File: src/loader_macros.svh
// Loader sizing constants shared by the parser, write queue and memory writer.

`ifndef LOADER_MACROS_SVH
`define LOADER_MACROS_SVH

// ********************
// Program memory
// ********************

// Bytes of program RAM on the board.
`define LOAD_MEM_DEPTH 1024

// Width of a record address as carried through the queue.
// Only the low bits that index RAM are used by the writer.
`define LOAD_ADDR_W 16

// ********************
// Write queue
// ********************

// Pending writes held between parser and memory writer.
`define LOAD_FIFO_DEPTH 8

`endif

File: src/ihex_pkg.sv
// Intel HEX record, error and queued-write types for the program loader.

`include "loader_macros.svh"

package ihex_pkg;

	// ********************
	// Parser faults
	// ********************

	// First fault seen is kept until soft_reset.
	typedef enum logic [2:0] {
		err_none         = 3'd0,
		err_bad_start    = 3'd1,	// Junk where a colon was expected.
		err_bad_digit    = 3'd2,	// Non-hex character inside a record.
		err_bad_checksum = 3'd3,
		err_bad_type     = 3'd4,	// Record type other than 00 or 01.
		err_out_of_range = 3'd5	// Data byte above program RAM.
	} ihex_err_e;

	// ********************
	// Queue entries
	// ********************

	typedef enum logic {
		kind_data = 1'b0,
		kind_eof  = 1'b1
	} load_kind_e;

	// One pending write, or the end marker of an image.
	typedef struct packed {
		load_kind_e               kind;
		logic [`LOAD_ADDR_W-1:0]  addr;
		logic [7:0]               data;	// Zero for an end marker.
	} load_write_t;

endpackage

File: src/intel_hex_parser.sv
// Intel HEX parser turning ASCII record characters into queued byte writes and end markers.

`include "loader_macros.svh"

module intel_hex_parser import ihex_pkg::*; (
	input  logic        clk,
	input  logic        soft_reset,

	input  logic        i_rx_valid,
	input  logic [7:0]  i_rx_data,
	output logic        o_rx_ready,

	output logic        o_push,
	output load_write_t o_entry,
	input  logic        i_full,

	output ihex_err_e   o_error
);

	typedef enum logic [2:0] {
		st_start,
		st_len,
		st_addr_hi,
		st_addr_lo,
		st_type,
		st_data,
		st_csum
	} parse_state_e;

	parse_state_e             state_q;
	logic                     have_hi_q;	// High digit of a byte is held.
	logic [3:0]               hi_nib_q;
	logic [7:0]               remain_q;	// Data bytes left in the record.
	logic [`LOAD_ADDR_W-1:0]  addr_q;
	logic                     eof_q;
	logic [7:0]               sum_q;
	logic                     pend_q;	// Entry waiting for the queue.
	load_write_t              entry_q;
	ihex_err_e                err_q;

	logic                     accept;
	logic                     is_colon;
	logic                     is_space;
	logic                     digit_ok;
	logic [3:0]               digit;
	logic [7:0]               rx_byte;
	logic [7:0]               sum_next;

	// ********************
	// Character decode
	// ********************

	always_comb begin
		digit_ok = 1'b1;
		digit = 4'h0;
		if (i_rx_data >= "0" && i_rx_data <= "9")
			digit = i_rx_data[3:0];
		else if ((i_rx_data >= "A" && i_rx_data <= "F") ||
				(i_rx_data >= "a" && i_rx_data <= "f"))
			digit = i_rx_data[3:0] + 4'd9;	// Low nibble of 'A' is 1.
		else
			digit_ok = 1'b0;
	end

	assign is_colon = i_rx_data == ":";
	assign is_space = i_rx_data == 8'h0d || i_rx_data == 8'h0a || i_rx_data == " ";

	assign rx_byte = {hi_nib_q, digit};
	assign sum_next = sum_q + rx_byte;

	// Stall only while a finished entry cannot enter the queue.
	assign o_rx_ready = !(pend_q && i_full);
	assign accept = i_rx_valid && o_rx_ready;

	assign o_push = pend_q && !i_full;
	assign o_entry = entry_q;
	assign o_error = err_q;

	// ********************
	// Record FSM
	// ********************

	always_ff @(posedge clk) begin
		if (o_push)
			pend_q <= 1'b0;

		if (soft_reset) begin
			state_q <= st_start;
			have_hi_q <= 1'b0;
			pend_q <= 1'b0;
			err_q <= err_none;
		end
		else if (accept) begin
			if (state_q == st_start) begin
				if (is_colon) begin
					state_q <= st_len;
					sum_q <= 8'h00;
					have_hi_q <= 1'b0;
				end
				else if (!is_space && err_q == err_none)
					err_q <= err_bad_start;
			end
			else if (is_colon) begin
				// A colon inside a record restarts on the new one.
				if (err_q == err_none)
					err_q <= err_bad_digit;
				state_q <= st_len;
				sum_q <= 8'h00;
				have_hi_q <= 1'b0;
			end
			else if (!digit_ok) begin
				if (err_q == err_none)
					err_q <= err_bad_digit;
				state_q <= st_start;	// Hunt for the next colon.
			end
			else if (!have_hi_q) begin
				hi_nib_q <= digit;
				have_hi_q <= 1'b1;
			end
			else begin
				have_hi_q <= 1'b0;
				sum_q <= sum_next;
				case (state_q)
				st_len: begin
					remain_q <= rx_byte;
					state_q <= st_addr_hi;
				end

				st_addr_hi: begin
					addr_q[15:8] <= rx_byte;
					state_q <= st_addr_lo;
				end

				st_addr_lo: begin
					addr_q[7:0] <= rx_byte;
					state_q <= st_type;
				end

				st_type: begin
					eof_q <= rx_byte == 8'h01;
					if (rx_byte == 8'h00)
						state_q <= (remain_q == 8'h00) ? st_csum : st_data;
					else if (rx_byte == 8'h01)
						state_q <= st_csum;
					else begin
						if (err_q == err_none)
							err_q <= err_bad_type;
						state_q <= st_start;
					end
				end

				st_data: begin
					pend_q <= 1'b1;
					entry_q.kind <= kind_data;
					entry_q.addr <= addr_q;
					entry_q.data <= rx_byte;
					if (addr_q >= `LOAD_MEM_DEPTH && err_q == err_none)
						err_q <= err_out_of_range;	// Writer drops this byte.
					addr_q <= addr_q + 1'b1;
					remain_q <= remain_q - 1'b1;
					if (remain_q == 8'h01)
						state_q <= st_csum;
				end

				st_csum: begin
					state_q <= st_start;
					if (sum_next != 8'h00) begin
						if (err_q == err_none)
							err_q <= err_bad_checksum;
					end
					else if (eof_q && err_q == err_none) begin
						pend_q <= 1'b1;
						entry_q.kind <= kind_eof;
						entry_q.addr <= addr_q;
						entry_q.data <= 8'h00;
					end
				end

				default:
					state_q <= st_start;
				endcase
			end
		end
	end

	// ********************
	// Checks
	// ********************

	// A blocked entry is held unchanged until the queue takes it.
	a_hold_entry: assert property (@(posedge clk) disable iff (soft_reset)
		pend_q && i_full |=> pend_q && $stable(entry_q));

endmodule

File: config.mk
export PLATFORM = sky130hd
export DESIGN_NAME = intel_hex_parser
export DESIGN_NICKNAME = d
export VERILOG_FILES = /design/src/ihex_pkg.sv /design/src/intel_hex_parser.sv
export VERILOG_INCLUDE_DIRS = /design/src
export SDC_FILE = /design/constraint.sdc
export NUM_CORES = 1
export LEC_CHECK = 0
export CORE_AREA = 2 2 93 95
export CTS_CLUSTER_SIZE = 10
export DETAILED_ROUTE_END_ITERATION = 10
export DIE_AREA = 0 0 95 97
export DONT_BUFFER_PORTS = 1
export PLACE_DENSITY_LB_ADDON = 0.2
export SETUP_SLACK_MARGIN = 0.5
export SYNTH_ARGS = -nofsm -noshare
export SYNTH_HDL_FRONTEND = slang
export SYNTH_SLANG_ARGS = --single-unit
File: constraint.sdc
create_clock -name clk -period 6.8 [get_ports clk]
set_clock_uncertainty 0.1 [all_clocks]
set_input_delay 1.7 -clock clk [delete_from_list [all_inputs] [get_ports clk]]
set_output_delay 1.7 -clock clk [all_outputs]
set_load 0.03 [all_outputs]
==> results.cfg <==
[critical_path]
start_kind = input pin
worstPathRequired_ns = 6.72
worstSetupPathType = input pin to register
crit_fanout = 25
r2r_setup_slack_ns = 3.61
cpMaxStageDelayCell = or4b_4
path_depth = 14
crit_end = o_entry[23]
crit_buf_inv = 2
cpLargestDelayFamily = simple AND/OR/NAND/NOR gates
crit_chain = or4b_4, a311oi_4, mux2_1, ha_1, inv_1, fa_1, nor2b_1, o31ai_1, a21boi_0, nor3_1, nand4_1, o31a_1, nor2_2, buf_4
startpoint = i_rx_data[7]
worst_path_largest_cell_delay_ns = 0.53
r2r_end = o_entry[23]
cp-end-kind = register
r2r_start = sum_q[3]
critPathArrivalTime_ns = 5.27
worstRegToRegCells = 9

[routing]
drt_iter0_markers = 130
drc = 0
drtPass1Iterations = 4
routed_via_density = 5.81
dr_total_vias = 2791
ant_nets = 0
routed_wl_mm = 8.33
wire_per_inst_um = 17.3

[placement]
portBuffers = 0
pre_cts_ws_ns = 1.11
place.gp.congestion = 0.863
hpwl_mm = 5.91
dp_cells = 464

[floorplanning]
core_um2 = 8130
die_h_um = 97
start_util_pct = 48.3
io_pins = 42
die_area_um2 = 9220
die_w_um = 95
rows = 33

[global_route]
grt_use_total_pct = 18.8
gr-total-overflow = 0
grt_pass1_wl_mm = 13.3
grt_pass1_vias = 2540
antenna_found_initial = 0
grt_max_degree = 31

[sta]
slew_headroom_pct = 20.9
finalCritPeriodShare_pct = 78.7
rsz0062_at_grt = no
fmax_ghz = 0.187
setup_violations = 0
hold_slack_ns = 0.411
slew_viol_final = 0
tns_ns = 0
setup_ws_ns = 1.45
worst_pin_slew_ns = 1.18
hold_violations = 0
period_needed_ns = 5.35

[clock_network]
numClockSinks = 70
cts.clk_slew.worst_paths_ns = 0.08
cts_max_path_buffers = 2
cts_tree = yes
ctsResizeCount = 0
cts_buffers = 9
cts_hold_buffers = 0
cts_htree_levels = 3
cts-root-buf = clkbuf_8
clock_latency_ns = 0.35
post-cts-setup-buffers = 0

[synthesis]
synthArstFlopShare_pct = 0
synth_area_leaders = edfxtp_1 (47%), nor2_1 (4.9%), ha_1 (4.8%)
yosys_warnings = 0
synth-seq-cells = 70
yosysUniqueCellTypes = 63
syn_nets = 392
yosysSeqAreaShare_pct = 51.4
netlist_area_um2 = 3930
synth_ff_type = edfxtp_1
synth_top_area_share_pct = 47.4
postSynthCellCount = 364
synth_edf_count = 62
syn_area_per_cell_um2 = 10.8
synth_largest_area_cell = edfxtp_1

[layout]
n_fill_cell = 707
diodes = 0
layout.nets = 398
area_delta_synth_final_pct = 7.48
drive_gt1_share_pct = 9.07
layoutNonFillerInstCount = 480

[min_path]
hold_class = register to register

[power]
p_leak_uw = 0.00145
powerDensity_nw_per_um2 = 188
ir_worst_vdd_uv = 97.0

[run_status]
outcome = finished, final reports clean

[flow_run]
cap_violations = 0
## metal layers
layer	up-vias	global-route usage, %	wire length (um)
met5	-	0	0
met4	0	5.24	104
met3	10	4.60	460
met2	99	26.8	3730
met1	1325	28.3	4030
li1	1357	-	-
## report_power, final
part / switching, uW / internal, uW
Combinational: 17.5 / 12.2
Clock: 167 / 133
Sequential: 2.30 / 462
Total: 187 / 607
## worst register-to-register path: cells and delay by family, from the launching register on
kind	cells	cell delay [ns]
AO/OA/AOI/OAI	4	1.25
AND/OR/NAND/NOR	3	0.42
adder cells (fa/ha/maj)	1	0.38
buffers and inverters	1	0.32
flip-flops	1	0.37
## cells by family (layout without fill, tap and decap cells)
family          after synthesis  in the layout  share of synthesized area [%]
mux                           3              3                          0.796
fa+ha+maj                    17             17                           5.54
xor+xnor                     23             23                           5.13
flops                        70             70                           51.4
simple gates                144            144                           19.5
buf+inv                      27             38                           2.80
compound gates               80             80                           14.8
## layout make-up
cell class	instances	area (um2)	area share, %
inverter	18	67.6	1.60
sequential	70	2020	47.9
multi-input combinational	267	1800	42.6
clock inverter	7	48.8	1.16
timing repair buffer	4	30.0	0.711
clock buffer	9	124	2.93
tap	105	131	3.11
## cell usage in the layout, fill, tap and decap left out, drive strengths merged, types with 6 or more instances in the layout
master / count
a21oi: 33
and2: 6
clkbuf: 9
dfxtp: 8
edfxtp: 62
ha: 15
inv: 19
nand2: 21
nor2: 52
nor2b: 10
nor3: 15
o21ai: 8
xnor2: 15
xor2: 8
## sequential cells by signal, indices dropped and copies added (netlist names)
signal,count
o_entry,25
addr_q,16
remain_q,8
sum_q,8
hi_nib_q,4
o_error,3
state_q,3
eof_q,1
have_hi_q,1
pend_q,1
## how the worst min path moves through the flow
stage          slack [ns]          end  depth (start not counted)  startpoint
2_1_floorplan        0.36  o_entry[16]                          0   addr_q[8]
5_1_grt              0.43  o_entry[23]                          0  addr_q[15]
6_report             0.41  o_entry[23]                          0  addr_q[15]
4_1_cts              0.42  o_entry[23]                          0  addr_q[15]
3_5_place_dp         0.40  o_entry[23]                          0  addr_q[15]
3_3_place_gp         0.39  o_entry[14]                          0   addr_q[6]
## per-stage QoR
stage / total power (uW) / util [%] / area, um2
6_report: 794 / 51.9 / 4220
5_1_grt: 825 / 51.9 / 4220
4_1_cts: 800 / 51.9 / 4220
3_5_place_dp: 503 / 49.8 / 4050
3_3_place_gp: 504 / 49.8 / 4050
2_1_floorplan: 499 / - / 3930
## cell usage after synthesis (4+ instances only)
| cell | instances |
|---|---|
| inv_1 | 17 |
| nand2_1 | 21 |
| xnor2_1 | 15 |
| nand3_1 | 5 |
| nor3_1 | 14 |
| nor2b_1 | 10 |
| a21o_1 | 4 |
| a21oi_1 | 30 |
| and2_1 | 6 |
| or4_1 | 4 |
| a211oi_1 | 4 |
| a31oi_1 | 4 |
| edfxtp_1 | 62 |
| o21ai_0 | 6 |
| xor2_1 | 8 |
| ha_1 | 15 |
| nor2_1 | 51 |
| clkbuf_1 | 7 |
| nand4_1 | 5 |
| dfxtp_1 | 8 |
Power figures use the tool's default switching activity.
