<file path="src/loader_macros.svh">
// Loader sizing constants shared by the parser, write queue and memory writer.

`ifndef LOADER_MACROS_SVH
`define LOADER_MACROS_SVH

// ********************
// Program memory
// ********************

// Bytes of program RAM on the board.
`define LOAD_MEM_DEPTH 1024

// Width of a record address as carried through the queue.
// Only the low bits that index RAM are used by the writer.
`define LOAD_ADDR_W 16

// ********************
// Write queue
// ********************

// Pending writes held between parser and memory writer.
`define LOAD_FIFO_DEPTH 8

`endif

</file>
<file path="src/ihex_pkg.sv">
// Intel HEX record, error and queued-write types for the program loader.

`include "loader_macros.svh"

package ihex_pkg;

	// ********************
	// Parser faults
	// ********************

	// First fault seen is kept until soft_reset.
	typedef enum logic [2:0] {
		err_none         = 3'd0,
		err_bad_start    = 3'd1,	// Junk where a colon was expected.
		err_bad_digit    = 3'd2,	// Non-hex character inside a record.
		err_bad_checksum = 3'd3,
		err_bad_type     = 3'd4,	// Record type other than 00 or 01.
		err_out_of_range = 3'd5	// Data byte above program RAM.
	} ihex_err_e;

	// ********************
	// Queue entries
	// ********************

	typedef enum logic {
		kind_data = 1'b0,
		kind_eof  = 1'b1
	} load_kind_e;

	// One pending write, or the end marker of an image.
	typedef struct packed {
		load_kind_e               kind;
		logic [`LOAD_ADDR_W-1:0]  addr;
		logic [7:0]               data;	// Zero for an end marker.
	} load_write_t;

endpackage

</file>
<file path="src/load_fifo.sv">
// Show-ahead queue of pending writes between the HEX parser and the memory writer.

`include "loader_macros.svh"

module load_fifo import ihex_pkg::*; (
	input  logic        clk,
	input  logic        soft_reset,

	input  logic        i_push,
	input  load_write_t i_entry,
	output logic        o_full,

	input  logic        i_pop,
	output load_write_t o_head,
	output logic        o_empty
);

	localparam int depth = `LOAD_FIFO_DEPTH;
	localparam int ptr_w = $clog2(depth);

	load_write_t      mem [depth];
	logic [ptr_w-1:0] wr_ptr_q;
	logic [ptr_w-1:0] rd_ptr_q;
	logic [ptr_w:0]   count_q;

	function automatic logic [ptr_w-1:0] next_ptr(input logic [ptr_w-1:0] ptr);
		return (ptr == ptr_w'(depth - 1)) ? '0 : ptr + 1'b1;
	endfunction

	assign o_full = count_q == (ptr_w + 1)'(depth);
	assign o_empty = count_q == '0;
	assign o_head = mem[rd_ptr_q];	// Head is valid while not empty.

	always_ff @(posedge clk) begin
		if (i_push)
			mem[wr_ptr_q] <= i_entry;
	end

	always_ff @(posedge clk) begin
		if (soft_reset) begin
			wr_ptr_q <= '0;
			rd_ptr_q <= '0;
			count_q <= '0;
		end
		else begin
			if (i_push)
				wr_ptr_q <= next_ptr(wr_ptr_q);
			if (i_pop)
				rd_ptr_q <= next_ptr(rd_ptr_q);
			case ({i_push, i_pop})
			2'b10: count_q <= count_q + 1'b1;
			2'b01: count_q <= count_q - 1'b1;
			default: ;	// Both or neither.
			endcase
		end
	end

	a_no_overflow: assert property (@(posedge clk) disable iff (soft_reset)
		i_push |-> !o_full);

	a_no_underflow: assert property (@(posedge clk) disable iff (soft_reset)
		i_pop |-> !o_empty);

endmodule

</file>
<file path="config.mk">
export PLATFORM = sky130hd
export DESIGN_NAME = load_fifo
export DESIGN_NICKNAME = d
export VERILOG_FILES = /design/src/ihex_pkg.sv /design/src/load_fifo.sv
export VERILOG_INCLUDE_DIRS = /design/src
export SDC_FILE = /design/constraint.sdc
export NUM_CORES = 1
export LEC_CHECK = 0
export BUFFER_PORTS_ARGS = -buffer_cell sky130_fd_sc_hd__buf_2
export CORE_ASPECT_RATIO = 0.6
export CORE_MARGIN = 3
export CORE_UTILIZATION = 54
export DETAILED_ROUTE_END_ITERATION = 8
export HOLD_SLACK_MARGIN = 0.05
export PLACE_DENSITY_LB_ADDON = 0.1
export SLEW_MARGIN = 40
export SYNTH_ARGS = -nofsm -noshare
export SYNTH_HDL_FRONTEND = slang
export SYNTH_SLANG_ARGS = --single-unit
</file>
<file path="constraint.sdc">
create_clock -name clk -period 2.45 [get_ports clk]
set_input_delay 0 -clock clk [delete_from_list [all_inputs] [get_ports clk]]
set_output_delay 0 -clock clk [all_outputs]
set_load 0.02 [all_outputs]
</file>
==> impl.org, run 1 <==
** Run status
- The flow ran to the end, and the final reports show no timing, DRC or antenna violations.

** Clocking
- The cell sitting at the root of the clock tree is a clkbuf_16.
- The clock reaches the later pin of the worst-skew pair after 0.48 ns.
- Clock slew at reported path FFs :: 0.06 ns
- CTS tree :: done
- Clock tree sinks :: 213
- CTS built an H-tree with a depth of 1.
- Number of clock buffers inserted by TritonCTS :: 20
- The clock passes through at most 3 buffers.

** Placed design
- At the end of routability-driven placement, the weighted congestion stood at 0.6925.
- Port Buf Inserts :: 55
- After legalization and detailed placement, the total HPWL measured 8580 microns.

** Route
- After detailed routing, the average wire length per cell comes to 21.44 microns.
- Once detail routing completed, the nets flagged for antenna violations numbered 0.
- Final Routed Wirelength :: 14710 microns
- Number of optimization iterations in the first detailed-route pass :: 4
- Drt initial violations :: 311
- Ratio of routed vias to standard cells :: 5.618
- Total vias in the final route :: 3854
- In the routed design, unresolved DRC markers number 0.

** Power and ir drop
- IR analysis of the VDD net gives a maximum drop of 0.6102 mV.
- P per Cell Area :: 776.1 nW/um^2
- Cell leakage power :: 3.426 nW

** GRT
- Overall global routing resource usage :: 0.1793
- Maximum number of pins on one net before global-route repair :: 35
- Via count of the first global-routing pass :: 4038
- Global-route wire length before repair :: 23210 microns
- The number of antenna violations at the first check in global routing came to 0.
- Summed over all layers, the global routing overflow is 0.

** Floorplanning
- Cell row count :: 34
- I/O pin count :: 56
- Die Width :: 166.6 microns
- The initial utilization of the core area, before any placement, comes to 0.5647.
- The floorplan step defined a core boundary enclosing 14800 sq um.
- The die covers 17060 sq um.
- Vert. Die Dim :: 102.4 microns

** Layout
- Number of nets at the end of the flow :: 511
- Filler instances :: 965
- Antenna fix cells :: 0
- Most frequent standard cell in the layout excluding fill and tap cells :: edfxtp_1
- Most frequent cells in the layout :: 200 x edfxtp_1, 55 x buf_2, 50 x mux4_1
- In the final layout, the share of cells above drive strength 1 is 0.2910.
- Measured on the finished design, the core utilization comes to 0.6706.
- Relative to the synthesized area, the layout overhead comes to 18.74%.

** Hold path
- Counting instances, the worst hold path has a depth of 2.
- For hold timing, the worst endpoint is mem[4][23].
- The worst hold path belongs to the class input pin to register.
- Start point of the worst min-delay path :: i_entry[23]

** Critical path
- The worst register-to-register path ends at wr_ptr_q[1].
- Critical register-to-register path startpoint :: wr_ptr_q[1]
- The worst setup path is captured at an output pin.
- The worst setup path is launched from a register.
- Arrival time at the worst endpoint :: 2.20 ns
- Slowest CP cell :: mux4_1
- Traced cell by cell, the critical path runs through buf_4 > mux4_1 > mux2_2 > buf_2.
- Slack of the worst reg-to-reg path :: 0.76 ns
- At the worst endpoint, the required time is 2.45 ns.
- Largest stage delay, worst path :: 0.60 ns
- Category of the most critical setup path :: register to output pin
- Broken down by cell family, the worst path's largest delay share belongs to multiplexers.
- Number of cells traversed by the worst register-to-register path :: 4
- Crit path buffers/inverters :: 2
- Of all nets on the critical path, the largest fanout is 16.

** Yosys
- Of the total synthesized cell area, the portion taken by XOR and XNOR cells is 0.003143.
- After synthesis, the largest family of logic cells by area is multiplexers.
- Area fraction of the dominant cell type after synthesis :: 0.7183
- Cells taking the most area after synthesis :: edfxtp_1 72%, mux4_1 16%, mux2_2 3.6%, dfxtp_1 3.1%, ha_1 1.0%
- Compound-cell area share of the yosys netlist :: 0.005687
- Part of the Yosys area used for sequential elements :: 0.7495
- Cell count after synthesis :: 365
- Number of nets in the synthesized netlist :: 401
- Largest area contributor in the synthesized netlist :: edfxtp_1
- Summing every instance area after synthesis gives 8361 sq um.
- Number of unique standard cell types used by synthesis :: 24
- Measured against the total synthesized area, the mux share comes to 0.1983.
- Share of synthesized cell area in and, or, nand and nor gates :: 0.01841
- Yosys printed 0 warnings.
- Post-Synthesis Mean Instance Area :: 22.91 sq um
- In this run, synthesis produced a sequential element count of 213.
- Adder-Cell Fraction of Synth Area :: 0.01048

** Timing
- Dividing the final minimum period by the clock period gives 0.8977.
- Fmax :: 454.7 MHz
- Number of hold violations in the final report :: 0
- Slew HR :: 0.7698
- For the pin with the worst max-slew slack, the measured transition is 0.3448 ns.
- Unrepaired setup endpoints after global routing :: false
- Sum of negative setup slack :: 0 ns
- Across the routed clock network, the largest skew measured is 0.008168 ns.
- Pins Over Slew Limit :: 0
- Fin crit period :: 2.199 ns
- Setup violations remaining at the end of the flow were counted as 0.

** Run
- Count of maximum capacitance violations :: 0
## timing repair
item	in CTS	in global routing
endpoints found under the hold margin	213	0
hold buffers	29	0
gates resized for setup	0	0
endpoints found under the setup margin	0	0
buffers inserted	0	0
## kinds of logic after synthesis
kind of cell             Yosys count
multiplexers                      81
buffers and inverters             20
AO/OA/AOI/OAI                      8
XOR/XNOR                           3
AND/OR/NAND/NOR                   33
flip-flops                       213
adder cells (fa/ha/maj)            7
## cells in the mapped netlist
| library cell | number |
|---|---|
| nor4_1 | 1 |
| o21ai_0 | 1 |
| buf_1 | 8 |
| mux4_1 | 50 |
| inv_1 | 2 |
| edfxtp_1 | 200 |
| clkbuf_1 | 3 |
| dfxtp_1 | 13 |
| mux2i_1 | 4 |
| nor2_1 | 17 |
| ha_1 | 7 |
| buf_2 | 1 |
| xor2_1 | 3 |
| buf_6 | 6 |
| nor3_1 | 4 |
| nand2_1 | 4 |
| a41oi_1 | 1 |
| mux2_2 | 27 |
| o41ai_1 | 1 |
| or3_1 | 1 |
| nand2b_1 | 3 |
| nor4b_1 | 2 |
| a21oi_1 | 5 |
| nor2b_1 | 1 |
## state kept, by name (all words and copies together) (netlist names), named ones only
signal,count
count_q,4
mem,200
rd_ptr_q,3
wr_ptr_q,3
## routing by layer
metal	up-vias	GRT usage	routed length, microns
li1	1780	-	-
met1	1941	0.2630	6751
met2	115	0.2882	6770
met3	18	0.03363	961
met4	0	0.04309	221
met5	-	0	0
## final cells by class
cell class | instances | area (sq um) | share of cell area
inverter | 2 | 7.507 | 0.0007562
timing repair buffer | 106 | 755.7 | 0.07613
multi-input combinational | 132 | 2011 | 0.2025
clock buffer | 24 | 536.8 | 0.05407
tap | 198 | 247.7 | 0.02496
sequential | 213 | 6269 | 0.6315
clock inverter | 11 | 100.1 | 0.01008
## report_power, final
group          internal (mW)  switching, mW
Sequential              4.07         0.0369
Combinational          0.289          0.327
Clock                   1.77           1.22
Total                   6.12           1.58
## metrics by stage
step	instance area [sq um]	hold WS [ns]	total power, mW	instances	setup WS (ns)
floorplan	8371	0.09887	4.559	365	0.4332
CTS	9927	0.2987	7.796	686	0.2178
detailed placement	9000	0.2659	4.768	622	0.7366
global route	9927	0.3342	8.003	686	0.1844
global placement	9000	0.2571	4.751	622	0.7753
finish	9927	0.3215	7.704	686	0.2507
## worst max path at each step
stage | from | endpoint | cells past startpoint
after detailed placement | register | o_head[1] | 4
after floorplan | wr_ptr_q[1] | mem[4][0] | 2
after global placement | register | o_head[1] | 4
final | register | o_head[1] | 4
after CTS | register | o_head[1] | 4
after global routing | register | o_head[1] | 4
(Power assumes the default switching activity.)
==> run 2: changes to the inputs <==
==> constraint.sdc (replaced) <==
create_clock -name clk -period 1.9 [get_ports clk]
set_input_delay 0 -clock clk [delete_from_list [all_inputs] [get_ports clk]]
set_output_delay 0 -clock clk [all_outputs]
set_load 0.005 [all_outputs]
==> impl.org, run 2 (synthesized netlist as in run 1, its figures left out) <==
** GRT
- The number of antenna violations at the first check in global routing came to 0.
- Via count of the first global-routing pass :: 4179
- Global-route wire length before repair :: 24920 microns
- Across every metal layer, demand over resource in global routing totals 0.1932.
- Global routing finished with a remaining overflow of 0.
- Entering global routing, the biggest net connects 23 pins.

** Floorplanning
- Floorplan die area :: 17060 sq um
- The initial utilization of the core area, before any placement, comes to 0.5647.
- Vert. Die Dim :: 102.4 microns
- The floorplan has 34 rows.
- Core Box Area :: 14800 sq um
- I/O pin count :: 56
- Die Width :: 166.6 microns

** Critical path
- Family of cells with the greatest summed delay on the critical path :: multiplexers
- For the worst setup path, the data required time is 1.90 ns.
- On the critical path, the stage with the largest delay is an instance of mux4_2.
- Type of element launching the critical path :: register
- Cell-by-cell listing of the critical path :: buf_12 > buf_12 > buf_16 > mux4_2 > mux2_4 > buf_6
- Slack of the worst reg-to-reg path :: 0.35 ns
- Category of the most critical setup path :: register to output pin
- In this design, the critical path's most frequently occurring cell is buf_12.
- Together, buffers and inverters on the worst path number 4.
- Kind of capture point of the worst setup path :: output pin
- In this run the worst path has a maximum fanout of 6.
- Critical register-to-register path startpoint :: count_q[0]
- Data on the critical path arrives at its endpoint at 2.14 ns.
- Largest stage delay, worst path :: 0.50 ns

** Layout
- Registers with the most flip-flops :: mem x200, count_q x4
- Largest register by flop count :: mem
- Antenna fix cells :: 0
- Number of nets at the end of the flow :: 522
- Leaving out filler cells and counting taps, the final layout contains 698.
- Most frequent standard cell in the layout excluding fill and tap cells :: edfxtp_1
- Filler instances :: 966
- In the final layout, the share of cells above drive strength 1 is 0.4140.
- Final std cell area, no fill :: 10280 sq um
- The register with the most flip-flops in the layout has 200 of them.
- Area growth from synthesis to layout :: 22.96%
- In the layout the commonest cells are 200 x edfxtp_1, 50 x mux4_2, 34 x buf_2.

** Timing
- Finish-stage setup viols :: 25
- The worst pin sits at a relative slew slack of 0.7450.
- Fin Clk Skew :: 0.008656 ns
- Fin crit period :: 2.140 ns
- Number of hold violations in the final report :: 0
- Unrepaired setup endpoints after global routing :: true
- The max-slew violation count came to 0.
- Once routing completed, OpenROAD measured the worst setup slack at -0.2404 ns.
- After routing, the total negative slack on setup checks comes to -4.216 ns.
- Final worst-path cycle share :: 1.127
- Fmax :: 467.2 MHz
- Transition time at the pin with the least slew margin :: 0.3820 ns

** Power and ir drop
- Cell leakage power :: 3.498 nW
- Total power draw :: 10.33 mW
- P per Cell Area :: 1005 nW/um^2
- VDD IR-drop max :: 0.5318 mV

** Clocking
- The clock passes through at most 3 buffers.
- CTS built an H-tree with a depth of 1.
- Clock tree sinks :: 213
- The cell sitting at the root of the clock tree is a clkbuf_16.
- Clock-pin slew was measured on the worst setup and hold paths at 0.07 ns.
- Number of clock buffers inserted by TritonCTS :: 20
- TritonCTS built the clock tree.
- Clock latency of the later-clocked register in the worst-skew pair :: 0.48 ns

** Route
- Ratio of routed vias to standard cells :: 5.673
- The first detailed-routing pass took 4 iterations.
- In the final routed layout, each cell accounts on average for 22.70 microns.
- After detailed routing, the number of remaining DRC violations is 0.
- Drt initial violations :: 384
- Total vias in the final route :: 3960
- Final Routed Wirelength :: 15850 microns
- Antenna-violating nets left :: 0

** Hold path
- Min-Delay Path Class :: input pin to register
- The worst hold path begins at i_entry[20].

** Placed design
- At the end of routability-driven placement, the weighted congestion stood at 0.6830.
- Pre-CTS setup slack :: 0.1734 ns
- Port Buf Inserts :: 55
- Post-DP HPWL :: 8867 microns
- Once placement finished, the instance area stood at 9057 sq um.
- Once placement completed, the tool counted placed cells totaling 623.

** Run status
- The final reports fail on setup timing.
- The run finished, with violations left.

** Run
- Count of maximum capacitance violations :: 0
==> run 2: metrics by stage <==
step	util	hold slack (ns)
after detailed placement	0.6118	0.2786
after floorplan	-	0.09887
after global routing	0.6944	0.3384
final	0.6944	0.3262
after global placement	0.6118	0.2599
after CTS	0.6903	0.3071
==> run 2: area by class of cell <==
class | instances | area [sq um] | area share
Clock buffer | 27 | 558.0 | 0.05428
Inverter | 2 | 7.507 | 0.0007303
Timing Repair Buffer | 117 | 1165 | 0.1133
Sequential cell | 213 | 6274 | 0.6103
Clock inverter | 9 | 126.4 | 0.01229
Multi-Input combinational cell | 132 | 1902 | 0.1850
Tap cell | 198 | 247.7 | 0.02410
==> run 2: repair_timing <==
action | in CTS | in global routing
pin swaps | 0 | 0
buffers inserted | 6 | 1
endpoints found under the setup margin | 25 | 25
hold buffers | 28 | 0
cloned | 4 | 1
resized for setup | 67 | 33
hold endpoints to repair | 213 | 0
==> run 2: routing by layer <==
layer  share of wire  global-route usage  vias to the layer above
li1                -                   -                     1759
met1            0.46              0.2970                     2048
met2            0.46              0.2967                      135
met3           0.068             0.03750                       18
met4           0.013             0.03929                        0
met5               0                   0                        -
==> run 2: worst paths after layout <==
path | to | cells after the start
worst max-delay path | o_head[20] | 6
worst max register to register | count_q[3] | 4
worst min-delay path | mem[5][20] | 2
worst min register to register | register | 2
==> run 2: report_power, final <==
part	leakage (nW)	switching, mW	internal, mW
logic	1.24	0.381	0.556
registers	1.92	0.0606	5.24
clock network	0.335	1.61	2.48
total	3.50	2.05	8.28
